`src/common/exec_pkg.sv`:
```
package exec_pkg;

  // ~~~~~~~~~~~~~~~~~~~~~~~~~~~~~~~~~~~~~~~~~~~~~~~~~~~~~~~~~~~~~~~~~~~~
  // Datapath widths
  // ~~~~~~~~~~~~~~~~~~~~~~~~~~~~~~~~~~~~~~~~~~~~~~~~~~~~~~~~~~~~~~~~~~~~
  localparam int data_w     = 32;
  localparam int reg_addr_w = 3;
  localparam int num_regs   = 8;
  localparam int opcode_w   = 4;

  // ~~~~~~~~~~~~~~~~~~~~~~~~~~~~~~~~~~~~~~~~~~~~~~~~~~~~~~~~~~~~~~~~~~~~
  // Micro-op opcodes
  // ~~~~~~~~~~~~~~~~~~~~~~~~~~~~~~~~~~~~~~~~~~~~~~~~~~~~~~~~~~~~~~~~~~~~
  localparam logic [opcode_w-1:0] op_add  = 4'd0;
  localparam logic [opcode_w-1:0] op_adc  = 4'd1;
  localparam logic [opcode_w-1:0] op_sub  = 4'd2;
  localparam logic [opcode_w-1:0] op_sbb  = 4'd3;
  localparam logic [opcode_w-1:0] op_and  = 4'd4;
  localparam logic [opcode_w-1:0] op_or   = 4'd5;
  localparam logic [opcode_w-1:0] op_xor  = 4'd6;
  localparam logic [opcode_w-1:0] op_mul  = 4'd7;
  localparam logic [opcode_w-1:0] op_div  = 4'd8;
  localparam logic [opcode_w-1:0] op_cmp  = 4'd9;
  localparam logic [opcode_w-1:0] op_test = 4'd10;
  localparam logic [opcode_w-1:0] op_ldi  = 4'd11;
  localparam logic [opcode_w-1:0] op_clc  = 4'd12;

  // ~~~~~~~~~~~~~~~~~~~~~~~~~~~~~~~~~~~~~~~~~~~~~~~~~~~~~~~~~~~~~~~~~~~~
  // ALU control word
  // ~~~~~~~~~~~~~~~~~~~~~~~~~~~~~~~~~~~~~~~~~~~~~~~~~~~~~~~~~~~~~~~~~~~~
  localparam int cntl_w = 14;

  // One-hot operation select
  localparam int alu_op_add  = 0;
  localparam int alu_op_sub  = 1;
  localparam int alu_op_and  = 2;
  localparam int alu_op_or   = 3;
  localparam int alu_op_xor  = 4;
  localparam int alu_op_mul  = 5;
  localparam int alu_op_pass = 6;

  // Modifiers
  localparam int alu_use_carry  = 7;
  localparam int alu_no_wr      = 8;
  localparam int alu_clear_cf   = 9;
  localparam int alu_clear_of   = 10;
  localparam int alu_flags_keep = 11;
  // Bits 12 and 13 are spare

  // ~~~~~~~~~~~~~~~~~~~~~~~~~~~~~~~~~~~~~~~~~~~~~~~~~~~~~~~~~~~~~~~~~~~~
  // Status flags
  // ~~~~~~~~~~~~~~~~~~~~~~~~~~~~~~~~~~~~~~~~~~~~~~~~~~~~~~~~~~~~~~~~~~~~
  localparam int stat_w  = 5;
  localparam int stat_cf = 0;
  localparam int stat_pf = 1;
  localparam int stat_zf = 2;
  localparam int stat_sf = 3;
  localparam int stat_of = 4;

  // Iterative divider
  localparam int div_cycles = 32;
  localparam int div_cnt_w  = $clog2(div_cycles);

endpackage

```
`src/execute/alu.sv`:
```
`timescale 1ns/1ps

module alu (
  input  logic [exec_pkg::cntl_w-1:0] cntl,
  input  logic [exec_pkg::stat_w-1:0] status_in,
  input  logic [exec_pkg::data_w-1:0] opnd0,
  input  logic [exec_pkg::data_w-1:0] opnd1,
  output logic [exec_pkg::stat_w-1:0] status_out,
  output logic [exec_pkg::data_w-1:0] result
);
  import exec_pkg::*;

  logic                carry;
  logic [data_w:0]     sum;
  logic [data_w:0]     diff;
  logic [2*data_w-1:0] product;
  logic [data_w-1:0]   op_result;
  logic                raw_cf;
  logic                raw_of;
  logic                keep;

  // ~~~~~~~~~~~~~~~~~~~~~~~~~~~~~~~~~~~~~~~~~~~~~~~~~~~~~~~~~~~~~~~~~~~~
  // Arithmetic and logic units
  // ~~~~~~~~~~~~~~~~~~~~~~~~~~~~~~~~~~~~~~~~~~~~~~~~~~~~~~~~~~~~~~~~~~~~

  // Carry only enters for ADC and SBB
  assign carry = cntl[alu_use_carry] & status_in[stat_cf];

  // Bit data_w is carry out for add and borrow for sub
  assign sum  = {1'b0, opnd0} + {1'b0, opnd1} + {{data_w{1'b0}}, carry};
  assign diff = {1'b0, opnd0} - {1'b0, opnd1} - {{data_w{1'b0}}, carry};

  // Full width product so the high half can drive CF
  assign product = {{data_w{1'b0}}, opnd0} * {{data_w{1'b0}}, opnd1};

  // One-hot AND-OR select
  assign op_result = ({data_w{cntl[alu_op_add]}}  & sum[data_w-1:0])
                   | ({data_w{cntl[alu_op_sub]}}  & diff[data_w-1:0])
                   | ({data_w{cntl[alu_op_and]}}  & (opnd0 & opnd1))
                   | ({data_w{cntl[alu_op_or]}}   & (opnd0 | opnd1))
                   | ({data_w{cntl[alu_op_xor]}}  & (opnd0 ^ opnd1))
                   | ({data_w{cntl[alu_op_mul]}}  & product[data_w-1:0])
                   | ({data_w{cntl[alu_op_pass]}} & opnd1);

  // ~~~~~~~~~~~~~~~~~~~~~~~~~~~~~~~~~~~~~~~~~~~~~~~~~~~~~~~~~~~~~~~~~~~~
  // Flags
  // ~~~~~~~~~~~~~~~~~~~~~~~~~~~~~~~~~~~~~~~~~~~~~~~~~~~~~~~~~~~~~~~~~~~~

  // Logic ops and pass leave both raw flags low
  always_comb begin
    raw_cf = 1'b0;
    raw_of = 1'b0;
    if (cntl[alu_op_add]) begin
      raw_cf = sum[data_w];
      raw_of = (opnd0[data_w-1] == opnd1[data_w-1]) &&
               (sum[data_w-1] != opnd0[data_w-1]);
    end else if (cntl[alu_op_sub]) begin
      raw_cf = diff[data_w];
      raw_of = (opnd0[data_w-1] != opnd1[data_w-1]) &&
               (diff[data_w-1] != opnd0[data_w-1]);
    end else if (cntl[alu_op_mul]) begin
      raw_cf = |product[2*data_w-1:data_w];
      raw_of = |product[2*data_w-1:data_w];
    end
  end

  assign keep = cntl[alu_flags_keep];

  // Clear wins over keep, so CLC can drop CF and hold the rest
  assign status_out[stat_cf] = cntl[alu_clear_cf] ? 1'b0 :
                               keep               ? status_in[stat_cf] :
                                                    raw_cf;

  assign status_out[stat_of] = cntl[alu_clear_of] ? 1'b0 :
                               keep               ? status_in[stat_of] :
                                                    raw_of;

  // x86 parity over the low byte only
  assign status_out[stat_pf] = keep ? status_in[stat_pf] : ~^op_result[7:0];
  assign status_out[stat_zf] = keep ? status_in[stat_zf] : (op_result == '0);
  assign status_out[stat_sf] = keep ? status_in[stat_sf] : op_result[data_w-1];

  // CMP, TEST and CLC return zero
  assign result = cntl[alu_no_wr] ? '0 : op_result;

endmodule

```
`src/execute/divider.sv`:
```
`timescale 1ns/1ps

module divider (
  input  logic                        clk,
  input  logic                        rst_n,
  input  logic                        start,
  input  logic [exec_pkg::data_w-1:0] dividend,
  input  logic [exec_pkg::data_w-1:0] divisor,
  output logic                        done,
  output logic [exec_pkg::data_w-1:0] quotient,
  output logic                        div_by_zero
);
  import exec_pkg::*;

  logic                 running;
  logic [div_cnt_w-1:0] count;
  logic                 zero_r;
  logic [data_w-1:0]    rem_r;
  logic [data_w-1:0]    div_r;
  logic [data_w-1:0]    cur_rem;
  logic [data_w-1:0]    cur_quo;
  logic [data_w-1:0]    cur_div;
  logic [data_w:0]      shifted;
  logic [data_w:0]      trial;
  logic                 fits;

  // ~~~~~~~~~~~~~~~~~~~~~~~~~~~~~~~~~~~~~~~~~~~~~~~~~~~~~~~~~~~~~~~~~~~~
  // One restoring step per clock
  // ~~~~~~~~~~~~~~~~~~~~~~~~~~~~~~~~~~~~~~~~~~~~~~~~~~~~~~~~~~~~~~~~~~~~

  // First step runs on the start edge straight from the inputs
  assign cur_rem = start ? '0 : rem_r;
  assign cur_quo = start ? dividend : quotient;
  assign cur_div = start ? divisor : div_r;

  // Remainder picks up the next dividend bit from the top of the quotient
  assign shifted = {cur_rem, cur_quo[data_w-1]};
  assign trial   = shifted - {1'b0, cur_div};
  assign fits    = ~trial[data_w];

  // A zero divisor always fits, so the quotient ends up all ones
  always_ff @(posedge clk) begin
    if (start || running) begin
      rem_r    <= fits ? trial[data_w-1:0] : shifted[data_w-1:0];
      quotient <= {cur_quo[data_w-2:0], fits};
    end
    if (start) begin
      div_r <= divisor;
    end
  end

  // Iteration count and completion
  always_ff @(posedge clk) begin
    if (!rst_n) begin
      running     <= 1'b0;
      count       <= '0;
      zero_r      <= 1'b0;
      done        <= 1'b0;
      div_by_zero <= 1'b0;
    end else begin
      done        <= 1'b0;
      div_by_zero <= 1'b0;
      if (start) begin
        running <= 1'b1;
        count   <= div_cnt_w'(1);
        zero_r  <= (divisor == '0);
      end else if (running) begin
        count <= count + 1'b1;
        // Last of div_cycles steps
        if (count == div_cnt_w'(div_cycles - 1)) begin
          running     <= 1'b0;
          done        <= 1'b1;
          div_by_zero <= zero_r;
        end
      end
    end
  end

endmodule

```
`src/execute/execute.sv`:
```
`timescale 1ns/1ps

module execute (
  input  logic                            clk,
  input  logic                            rst_n,
  input  logic                            issue,
  input  logic [exec_pkg::cntl_w-1:0]     cntl,
  input  logic                            is_div,
  input  logic                            no_wb,
  input  logic [exec_pkg::reg_addr_w-1:0] dst,
  input  logic [exec_pkg::data_w-1:0]     opnd0,
  input  logic [exec_pkg::data_w-1:0]     opnd1,
  input  logic                            use_imm,
  input  logic [exec_pkg::data_w-1:0]     imm,
  output logic                            busy,
  output logic                            done,
  output logic [exec_pkg::data_w-1:0]     wb_data,
  output logic [exec_pkg::stat_w-1:0]     flags,
  output logic                            div_zero,
  output logic                            rf_wr_en,
  output logic [exec_pkg::reg_addr_w-1:0] rf_wr_addr,
  output logic [exec_pkg::data_w-1:0]     rf_wr_data
);
  import exec_pkg::*;

  logic                  accept;
  logic                  div_start;
  logic [data_w-1:0]     src1;
  logic [cntl_w-1:0]     div_cntl_r;
  logic [reg_addr_w-1:0] div_dst_r;
  logic [cntl_w-1:0]     alu_cntl;
  logic [data_w-1:0]     alu_opnd1;
  logic [data_w-1:0]     alu_result;
  logic [stat_w-1:0]     alu_status;
  logic                  div_done;
  logic                  div_zero_w;
  logic [data_w-1:0]     quotient;

  // Issue is dropped while a divide is running
  assign accept    = issue & ~busy;
  assign div_start = accept & is_div;
  assign src1      = use_imm ? imm : opnd1;

  // ~~~~~~~~~~~~~~~~~~~~~~~~~~~~~~~~~~~~~~~~~~~~~~~~~~~~~~~~~~~~~~~~~~~~
  // ALU input select
  // ~~~~~~~~~~~~~~~~~~~~~~~~~~~~~~~~~~~~~~~~~~~~~~~~~~~~~~~~~~~~~~~~~~~~

  // On divide completion the ALU passes the quotient to derive the flags
  always_comb begin
    alu_cntl  = cntl;
    alu_opnd1 = src1;
    if (div_done) begin
      alu_cntl  = div_cntl_r;
      alu_opnd1 = quotient;
      // Zero divisor leaves every flag as it was
      if (div_zero_w) begin
        alu_cntl[alu_clear_cf]   = 1'b0;
        alu_cntl[alu_clear_of]   = 1'b0;
        alu_cntl[alu_flags_keep] = 1'b1;
      end
    end
  end

  alu alu_i (
    .cntl       (alu_cntl),
    .status_in  (flags),
    .opnd0      (opnd0),
    .opnd1      (alu_opnd1),
    .status_out (alu_status),
    .result     (alu_result)
  );

  divider divider_i (
    .clk         (clk),
    .rst_n       (rst_n),
    .start       (div_start),
    .dividend    (opnd0),
    .divisor     (src1),
    .done        (div_done),
    .quotient    (quotient),
    .div_by_zero (div_zero_w)
  );

  // Divide context held until the quotient returns
  always_ff @(posedge clk) begin
    if (div_start) begin
      div_cntl_r <= cntl;
      div_dst_r  <= dst;
    end
  end

  // Write port lands on the same edge as done
  assign rf_wr_en   = div_done | (accept & ~is_div & ~no_wb);
  assign rf_wr_addr = div_done ? div_dst_r : dst;
  assign rf_wr_data = alu_result;

  // ~~~~~~~~~~~~~~~~~~~~~~~~~~~~~~~~~~~~~~~~~~~~~~~~~~~~~~~~~~~~~~~~~~~~
  // Completion, flags and writeback
  // ~~~~~~~~~~~~~~~~~~~~~~~~~~~~~~~~~~~~~~~~~~~~~~~~~~~~~~~~~~~~~~~~~~~~
  always_ff @(posedge clk) begin
    if (!rst_n) begin
      busy     <= 1'b0;
      done     <= 1'b0;
      div_zero <= 1'b0;
      wb_data  <= '0;
      flags    <= '0;
    end else begin
      done     <= 1'b0;
      div_zero <= 1'b0;
      if (div_done) begin
        busy     <= 1'b0;
        done     <= 1'b1;
        div_zero <= div_zero_w;
        wb_data  <= alu_result;
        flags    <= alu_status;
      end else if (accept) begin
        if (is_div) begin
          busy <= 1'b1;
        end else begin
          done    <= 1'b1;
          wb_data <= alu_result;
          flags   <= alu_status;
        end
      end
    end
  end

endmodule

```
`src/verilog/uop_decode.sv`:
```
`timescale 1ns/1ps

module uop_decode (
  input  logic [exec_pkg::opcode_w-1:0] opcode,
  output logic [exec_pkg::cntl_w-1:0]   cntl,
  output logic                          is_div,
  output logic                          no_wb
);
  import exec_pkg::*;

  always_comb begin
    cntl   = '0;
    is_div = 1'b0;
    no_wb  = 1'b0;
    case (opcode)
      op_add: cntl[alu_op_add] = 1'b1;
      op_adc: begin
        cntl[alu_op_add]    = 1'b1;
        cntl[alu_use_carry] = 1'b1;
      end
      op_sub: cntl[alu_op_sub] = 1'b1;
      op_sbb: begin
        cntl[alu_op_sub]    = 1'b1;
        cntl[alu_use_carry] = 1'b1;
      end
      op_and: cntl[alu_op_and] = 1'b1;
      op_or:  cntl[alu_op_or]  = 1'b1;
      op_xor: cntl[alu_op_xor] = 1'b1;
      op_mul: cntl[alu_op_mul] = 1'b1;
      // Used when the quotient comes back
      op_div: begin
        is_div             = 1'b1;
        cntl[alu_op_pass]  = 1'b1;
        cntl[alu_clear_cf] = 1'b1;
        cntl[alu_clear_of] = 1'b1;
      end
      // Compares set flags only
      op_cmp: begin
        cntl[alu_op_sub] = 1'b1;
        cntl[alu_no_wr]  = 1'b1;
        no_wb            = 1'b1;
      end
      op_test: begin
        cntl[alu_op_and] = 1'b1;
        cntl[alu_no_wr]  = 1'b1;
        no_wb            = 1'b1;
      end
      op_ldi: begin
        cntl[alu_op_pass]    = 1'b1;
        cntl[alu_flags_keep] = 1'b1;
      end
      op_clc: begin
        cntl[alu_no_wr]      = 1'b1;
        cntl[alu_flags_keep] = 1'b1;
        cntl[alu_clear_cf]   = 1'b1;
        no_wb                = 1'b1;
      end
      // Unassigned opcodes complete as a no-op
      default: begin
        cntl[alu_no_wr]      = 1'b1;
        cntl[alu_flags_keep] = 1'b1;
        no_wb                = 1'b1;
      end
    endcase
  end

endmodule

```
`src/verilog/reg_file.sv`:
```
`timescale 1ns/1ps

module reg_file (
  input  logic                            clk,
  input  logic                            rst_n,
  input  logic [exec_pkg::reg_addr_w-1:0] rd_addr0,
  input  logic [exec_pkg::reg_addr_w-1:0] rd_addr1,
  input  logic                            wr_en,
  input  logic [exec_pkg::reg_addr_w-1:0] wr_addr,
  input  logic [exec_pkg::data_w-1:0]     wr_data,
  output logic [exec_pkg::data_w-1:0]     rd_data0,
  output logic [exec_pkg::data_w-1:0]     rd_data1
);
  import exec_pkg::*;

  logic [data_w-1:0] regs [num_regs];

  // Register 0 is an ordinary register
  always_ff @(posedge clk) begin
    if (!rst_n) begin
      for (int i = 0; i < num_regs; i++) begin
        regs[i] <= '0;
      end
    end else if (wr_en) begin
      regs[wr_addr] <= wr_data;
    end
  end

  // No bypass, same-cycle reads see the old value
  assign rd_data0 = regs[rd_addr0];
  assign rd_data1 = regs[rd_addr1];

endmodule

```
`src/verilog/exec_core_top.sv`:
```
`timescale 1ns/1ps

module exec_core_top (
  input  logic                            clk,
  input  logic                            rst_n,
  input  logic                            issue,
  input  logic [exec_pkg::opcode_w-1:0]   opcode,
  input  logic [exec_pkg::reg_addr_w-1:0] dst,
  input  logic [exec_pkg::reg_addr_w-1:0] src0,
  input  logic [exec_pkg::reg_addr_w-1:0] src1,
  input  logic                            use_imm,
  input  logic [exec_pkg::data_w-1:0]     imm,
  output logic                            busy,
  output logic                            done,
  output logic [exec_pkg::data_w-1:0]     wb_data,
  output logic [exec_pkg::stat_w-1:0]     flags,
  output logic                            div_zero
);
  import exec_pkg::*;

  logic [cntl_w-1:0]     cntl;
  logic                  is_div;
  logic                  no_wb;
  logic [data_w-1:0]     rd_data0;
  logic [data_w-1:0]     rd_data1;
  logic                  rf_wr_en;
  logic [reg_addr_w-1:0] rf_wr_addr;
  logic [data_w-1:0]     rf_wr_data;

  uop_decode uop_decode_i (
    .opcode (opcode),
    .cntl   (cntl),
    .is_div (is_div),
    .no_wb  (no_wb)
  );

  reg_file reg_file_i (
    .clk      (clk),
    .rst_n    (rst_n),
    .rd_addr0 (src0),
    .rd_addr1 (src1),
    .wr_en    (rf_wr_en),
    .wr_addr  (rf_wr_addr),
    .wr_data  (rf_wr_data),
    .rd_data0 (rd_data0),
    .rd_data1 (rd_data1)
  );

  // Immediate select happens inside the execute stage
  execute execute_i (
    .clk        (clk),
    .rst_n      (rst_n),
    .issue      (issue),
    .cntl       (cntl),
    .is_div     (is_div),
    .no_wb      (no_wb),
    .dst        (dst),
    .opnd0      (rd_data0),
    .opnd1      (rd_data1),
    .use_imm    (use_imm),
    .imm        (imm),
    .busy       (busy),
    .done       (done),
    .wb_data    (wb_data),
    .flags      (flags),
    .div_zero   (div_zero),
    .rf_wr_en   (rf_wr_en),
    .rf_wr_addr (rf_wr_addr),
    .rf_wr_data (rf_wr_data)
  );

endmodule

```
`config.mk`:
```
export PLATFORM = sky130hd
export DESIGN_NAME = exec_core_top
export DESIGN_NICKNAME = d
export VERILOG_FILES = /design/src/common/exec_pkg.sv /design/src/execute/alu.sv /design/src/execute/divider.sv /design/src/execute/execute.sv /design/src/verilog/uop_decode.sv /design/src/verilog/reg_file.sv /design/src/verilog/exec_core_top.sv
export SDC_FILE = /design/constraint.sdc
export NUM_CORES = 2
export LEC_CHECK = 0
export ABC_AREA = 1
export BUFFER_PORTS_ARGS = -buffer_cell sky130_fd_sc_hd__buf_2
export CORE_ASPECT_RATIO = 2
export CORE_MARGIN = 2
export CORE_UTILIZATION = 60
export CTS_BUF_LIST = sky130_fd_sc_hd__clkbuf_8
export DETAILED_ROUTE_END_ITERATION = 6
export GPL_TIMING_DRIVEN = 1
export HOLD_SLACK_MARGIN = 0.08
export PLACE_DENSITY = 0.76
export SLEW_MARGIN = 25
export SYNTH_ARGS = -nofsm -noshare
export SYNTH_HDL_FRONTEND = slang
export SYNTH_SLANG_ARGS = --single-unit
```
`constraint.sdc`:
```
create_clock -name clk -period 11.9 [get_ports clk]
set_input_delay 1.785 -clock clk [delete_from_list [all_inputs] [get_ports clk]]
set_output_delay 1.785 -clock clk [all_outputs]
set_load 0.05 [all_outputs]
```
==> results of run 1 <==
==> routing by layer <==
layer	track usage, %	GRT overflow
met3	61.06	30
met2	101.1	1461
met1	76.12	9
met5	22.25	5
met4	85.45	790
==> stage by stage <==
step	instances	hold WS, ns	area [um2]	util, %	setup WS, ns
after floorplan	8115	0.4282	62350	-	2.588
after global placement	9803	0.4438	68360	66.22	0.1696
after detailed placement	9803	0.4501	68360	66.23	0.1192
after CTS	9890	0.4695	69310	67.15	0.7558
==> logic make-up after synthesis <==
family	Yosys count	share of synthesized area (%)
and+or+nand+nor	3475	22.51
buffers and inverters	1734	10.89
adders and majority gates	1326	37.46
AOI/OAI and AO/OA	1119	9.779
DFF	416	18.73
xor gates and xnor gates	45	0.6321
==> flow_summary_export.csv, run 1 <==
group,metric,value,unit
outcome,outcome,"stopped before the end",
outcome,failing_step,"global routing",
outcome,stop_error,"[ERROR GRT-0116] Global routing finished with congestion. Check the congestion regions in the DRC Viewer.",
yosys,ys_top_cells_by_area,"fa_1, edfxtp_1, nand2_1",
global_routing,grtUsageTotal,79.88,%
floorplanning,die_w,231.9,um
clock_tree,cts_max_path_buffers,3,
clock_tree,post-cts-setup-buffer-count,0,
yosys,synth_most_common_cell,"nand2_1",
place,portBuffers,88,
floorplanning,initial_core_util,60.40,%
yosys,synth.distinct_cells,56,
yosys,synth-async-reset-ratio,0,%
floorplanning,num_rows,167,
clock_tree,holdBufCountCts,0,
yosys,synth_seq_area_share,18.73,%
clock_tree,cts-root-buf,"clkbuf_8",
yosys,dominantRegCellSynth,"edfxtp_1",
clock_tree,htreeDepth,2,
yosys,ys_ff_latch,416,
floorplanning,ios,89,
yosys,synth_commonest_cells,"nand2_1, inv_1, nor2_1",
place,hpwl,262900,um
yosys,syn-cell-area,62350,um2
clock_tree,numCtsBuffers,48,
clock_tree,post_cts_resized,0,
place,gp_congestion,1.212,
clock_tree,cts.sinks,416,
global_routing,grt_pass1_wl,637800,um
global_routing,grt_pass1_vias,79290,
yosys,synth_edf_count,335,
yosys,syn_inst,8115,
yosys,syn_avg_cell_area,7.683,um2
yosys,syn-num-nets,9490,
yosys,synth_top_cell_area_share,28.93,%
yosys,ys_warn_count,0,
yosys,synth_area_leader_cell,"fa_1",
floorplanning,die_y,459.9,um
global_routing,grt_remaining_overflow,2295,
global_routing,grt_max_degree,98,
==> inputs of run 2 (changes only) <==
- CORE_ASPECT_RATIO: 2 -> default
- CORE_UTILIZATION: 60 -> 40
- CTS_BUF_LIST: sky130_fd_sc_hd__clkbuf_8 -> default
- HOLD_SLACK_MARGIN: 0.08 -> default
- PLACE_DENSITY: 0.76 -> default
- PLACE_DENSITY_LB_ADDON: default -> 0.15
==> run 2 against run 1 <==
Synthesized area unchanged. Synthesized cell count unchanged. The flow now finishes without violations.
==> flow_summary_export.csv, run 2 <==
group,metric,value,unit
yosys,syn-cell-area,62350,um2
setup_path,cp.arrival,11.79,ns
cells_and_area,final_cells,10390,
timing,clock.fmax,88.38,MHz
timing,finalHoldViolCount,0,
clock_tree,cts_tree,"built",
drt,vias,57820,
yosys,ys_ff_latch,416,
floorplanning,num_rows,144,
clock_tree,htreeDepth,2,
global_routing,grt_antenna_before_repair,6,
global_routing,grtUsageTotal,35.85,%
setup_path,path_max_fanout,23,
yosys,ys_warn_count,0,
floorplanning,die_area,159000,um2
outcome,outcome,"complete, no violations",
setup_path,required,12.37,ns
yosys,synth_seq_area_share,18.73,%
yosys,syn-num-nets,9490,
clock_tree,cts.sinks,416,
cells_and_area,layout-drive-gt1-share,8.848,%
flow_run,drv_cap,0,
clock_tree,clock_latency,0.62,ns
clock_tree,cts-root-buf,"clkbuf_16",
clock_tree,post-cts-setup-buffer-count,0,
setup_path,cp-start-kind,"primary input",
cells_and_area,layout_common_cells,"nand2_1, inv_1, nor2_1, fa_1, o21ai_0",
place,portBuffers,88,
clock_tree,holdBufCountCts,0,
cells_and_area,top_register,"reg_file_i.regs",
setup_path,cpMaxStageDelayCell,"fa_1",
clock_tree,post_cts_resized,0,
cells_and_area,final_common_cell,"nand2_1",
timing,worst_pin_slew,1.078,ns
cells_and_area,nNetsFinal,9682,
yosys,ys_top_cells_by_area,"fa_1, edfxtp_1, nand2_1",
yosys,synth.distinct_cells,56,
yosys,synth-async-reset-ratio,0,%
setup_path,cp-end-kind,"register",
timing,rsz0062_at_grt,"no",
yosys,synth_commonest_cells,"nand2_1, inv_1, nor2_1",
yosys,synth_top_cell_area_share,28.93,%
setup_path,crit_type,"primary input to register",
place,place_inst,10310,
floorplanning,die_w,398.8,um
drt,totalWireLength,282900,um
timing,slew_viol_final,0,
timing,fin_crit,11.31,ns
drt,wl_per_cell,27.24,um
yosys,synth_most_common_cell,"nand2_1",
min_path,hold_class,"register to register",
yosys,dominantRegCellSynth,"edfxtp_1",
yosys,synth_area_leader_cell,"fa_1",
global_routing,grt_pass1_vias,57580,
setup_path,max_stage_delay,0.63,ns
clock_tree,cts_max_path_buffers,3,
drt,ant_nets,0,
clock_tree,clk_pin_slew,0.07,ns
floorplanning,core-area,154400,um2
cells_and_area,area_growth,10.30,%
global_routing,grt_max_degree,100,
place,gp_congestion,1.033,
yosys,synth_edf_count,335,
timing,min_period_over_period,95.08,%
drt,first_iter_violations,6561,
drt,viasPerCell,5.567,
yosys,syn_inst,8115,
timing,fin_skew,0.03467,ns
cells_and_area,largest_reg_flops,256,
global_routing,grt_pass1_wl,410700,um
global_routing,grt_remaining_overflow,0,
timing,finalSetupViolCount,0,
floorplanning,ios,89,
drt,drc,0,
floorplanning,initial_core_util,40.38,%
setup_path,crit_top_cell,"fa_1",
clock_tree,numCtsBuffers,42,
drt,firstDrtPassIters,6,
floorplanning,die_y,398.8,um
place,hpwl,228100,um
timing,slew_headroom,28.11,%
yosys,syn_avg_cell_area,7.683,um2
run 2: cell counts after synthesis:
No cell type changed its count.
run 2: logic make-up after synthesis:
kind of cell	synth area share, %
adder cells (fa/ha/maj)	37.46
buffers and inverters	10.89
flip-flops	18.73
AO/OA/AOI/OAI	9.779
AND/OR/NAND/NOR	22.51
XOR/XNOR	0.6321
run 2: final cells by class:
type | count | area (um2)
Inverter | 1381 | 5187
Sequential cell | 416 | 11680
Timing Repair Buffer | 501 | 3924
Tap cell | 2044 | 2557
Clock buffer | 63 | 1294
Multi-Input combinational cell | 5965 | 43990
Antenna cell | 1 | 2.502
Fill cell | 15780 | 85630
Clock inverter | 15 | 135.1
run 2: critical path: cells and delay by family:
kind                       cells  cell delay (ns)
AOI/OAI and AO/OA              1             0.06
adders and majority gates     10             5.06
buffers and inverters         10             2.18
and+or+nand+nor               17             2.64
run 2: per-layer routing:
metal	vias up	track usage, %	wire [um]
met5	-	0	28
met4	4	8.430	8340
met3	376	8.763	32170
met2	2884	53.46	119100
met1	28920	52.16	123300
li1	25640	-	-
run 2: final timing paths:
kind                                   start                         endpoint  slack (ns)  depth (start not counted)
hold / removal    execute_i.divider_i.zero_r  execute_i.divider_i.div_by_zero        0.46                          1
hold reg to reg   execute_i.divider_i.zero_r  execute_i.divider_i.div_by_zero        0.46                          1
setup reg to reg    execute_i.divider_i.done               execute_i.flags[0]        1.81                         36
setup / recovery                     use_imm               execute_i.flags[0]        0.59                         38
run 2: per-stage QoR:
stage                     setup slack [ns]  setup TNS [ns]  utilization [%]  area, um2  hold slack, ns
after floorplan                      2.588               0                -      62350          0.4282
after global placement            -0.08925         -0.1728            43.60      67320          0.4445
after detailed placement           0.07426               0            43.61      67340          0.4448
after CTS                           0.6865               0            44.54      68770          0.4614
after global routing                0.2580               0            44.54      68770          0.4807
final                               0.5852               0            44.54      68770          0.4621
Power of run 2 is left out: the tool's default activity adds up to more than one toggle a clock period on the data nets, which glitch-free logic cannot reach.
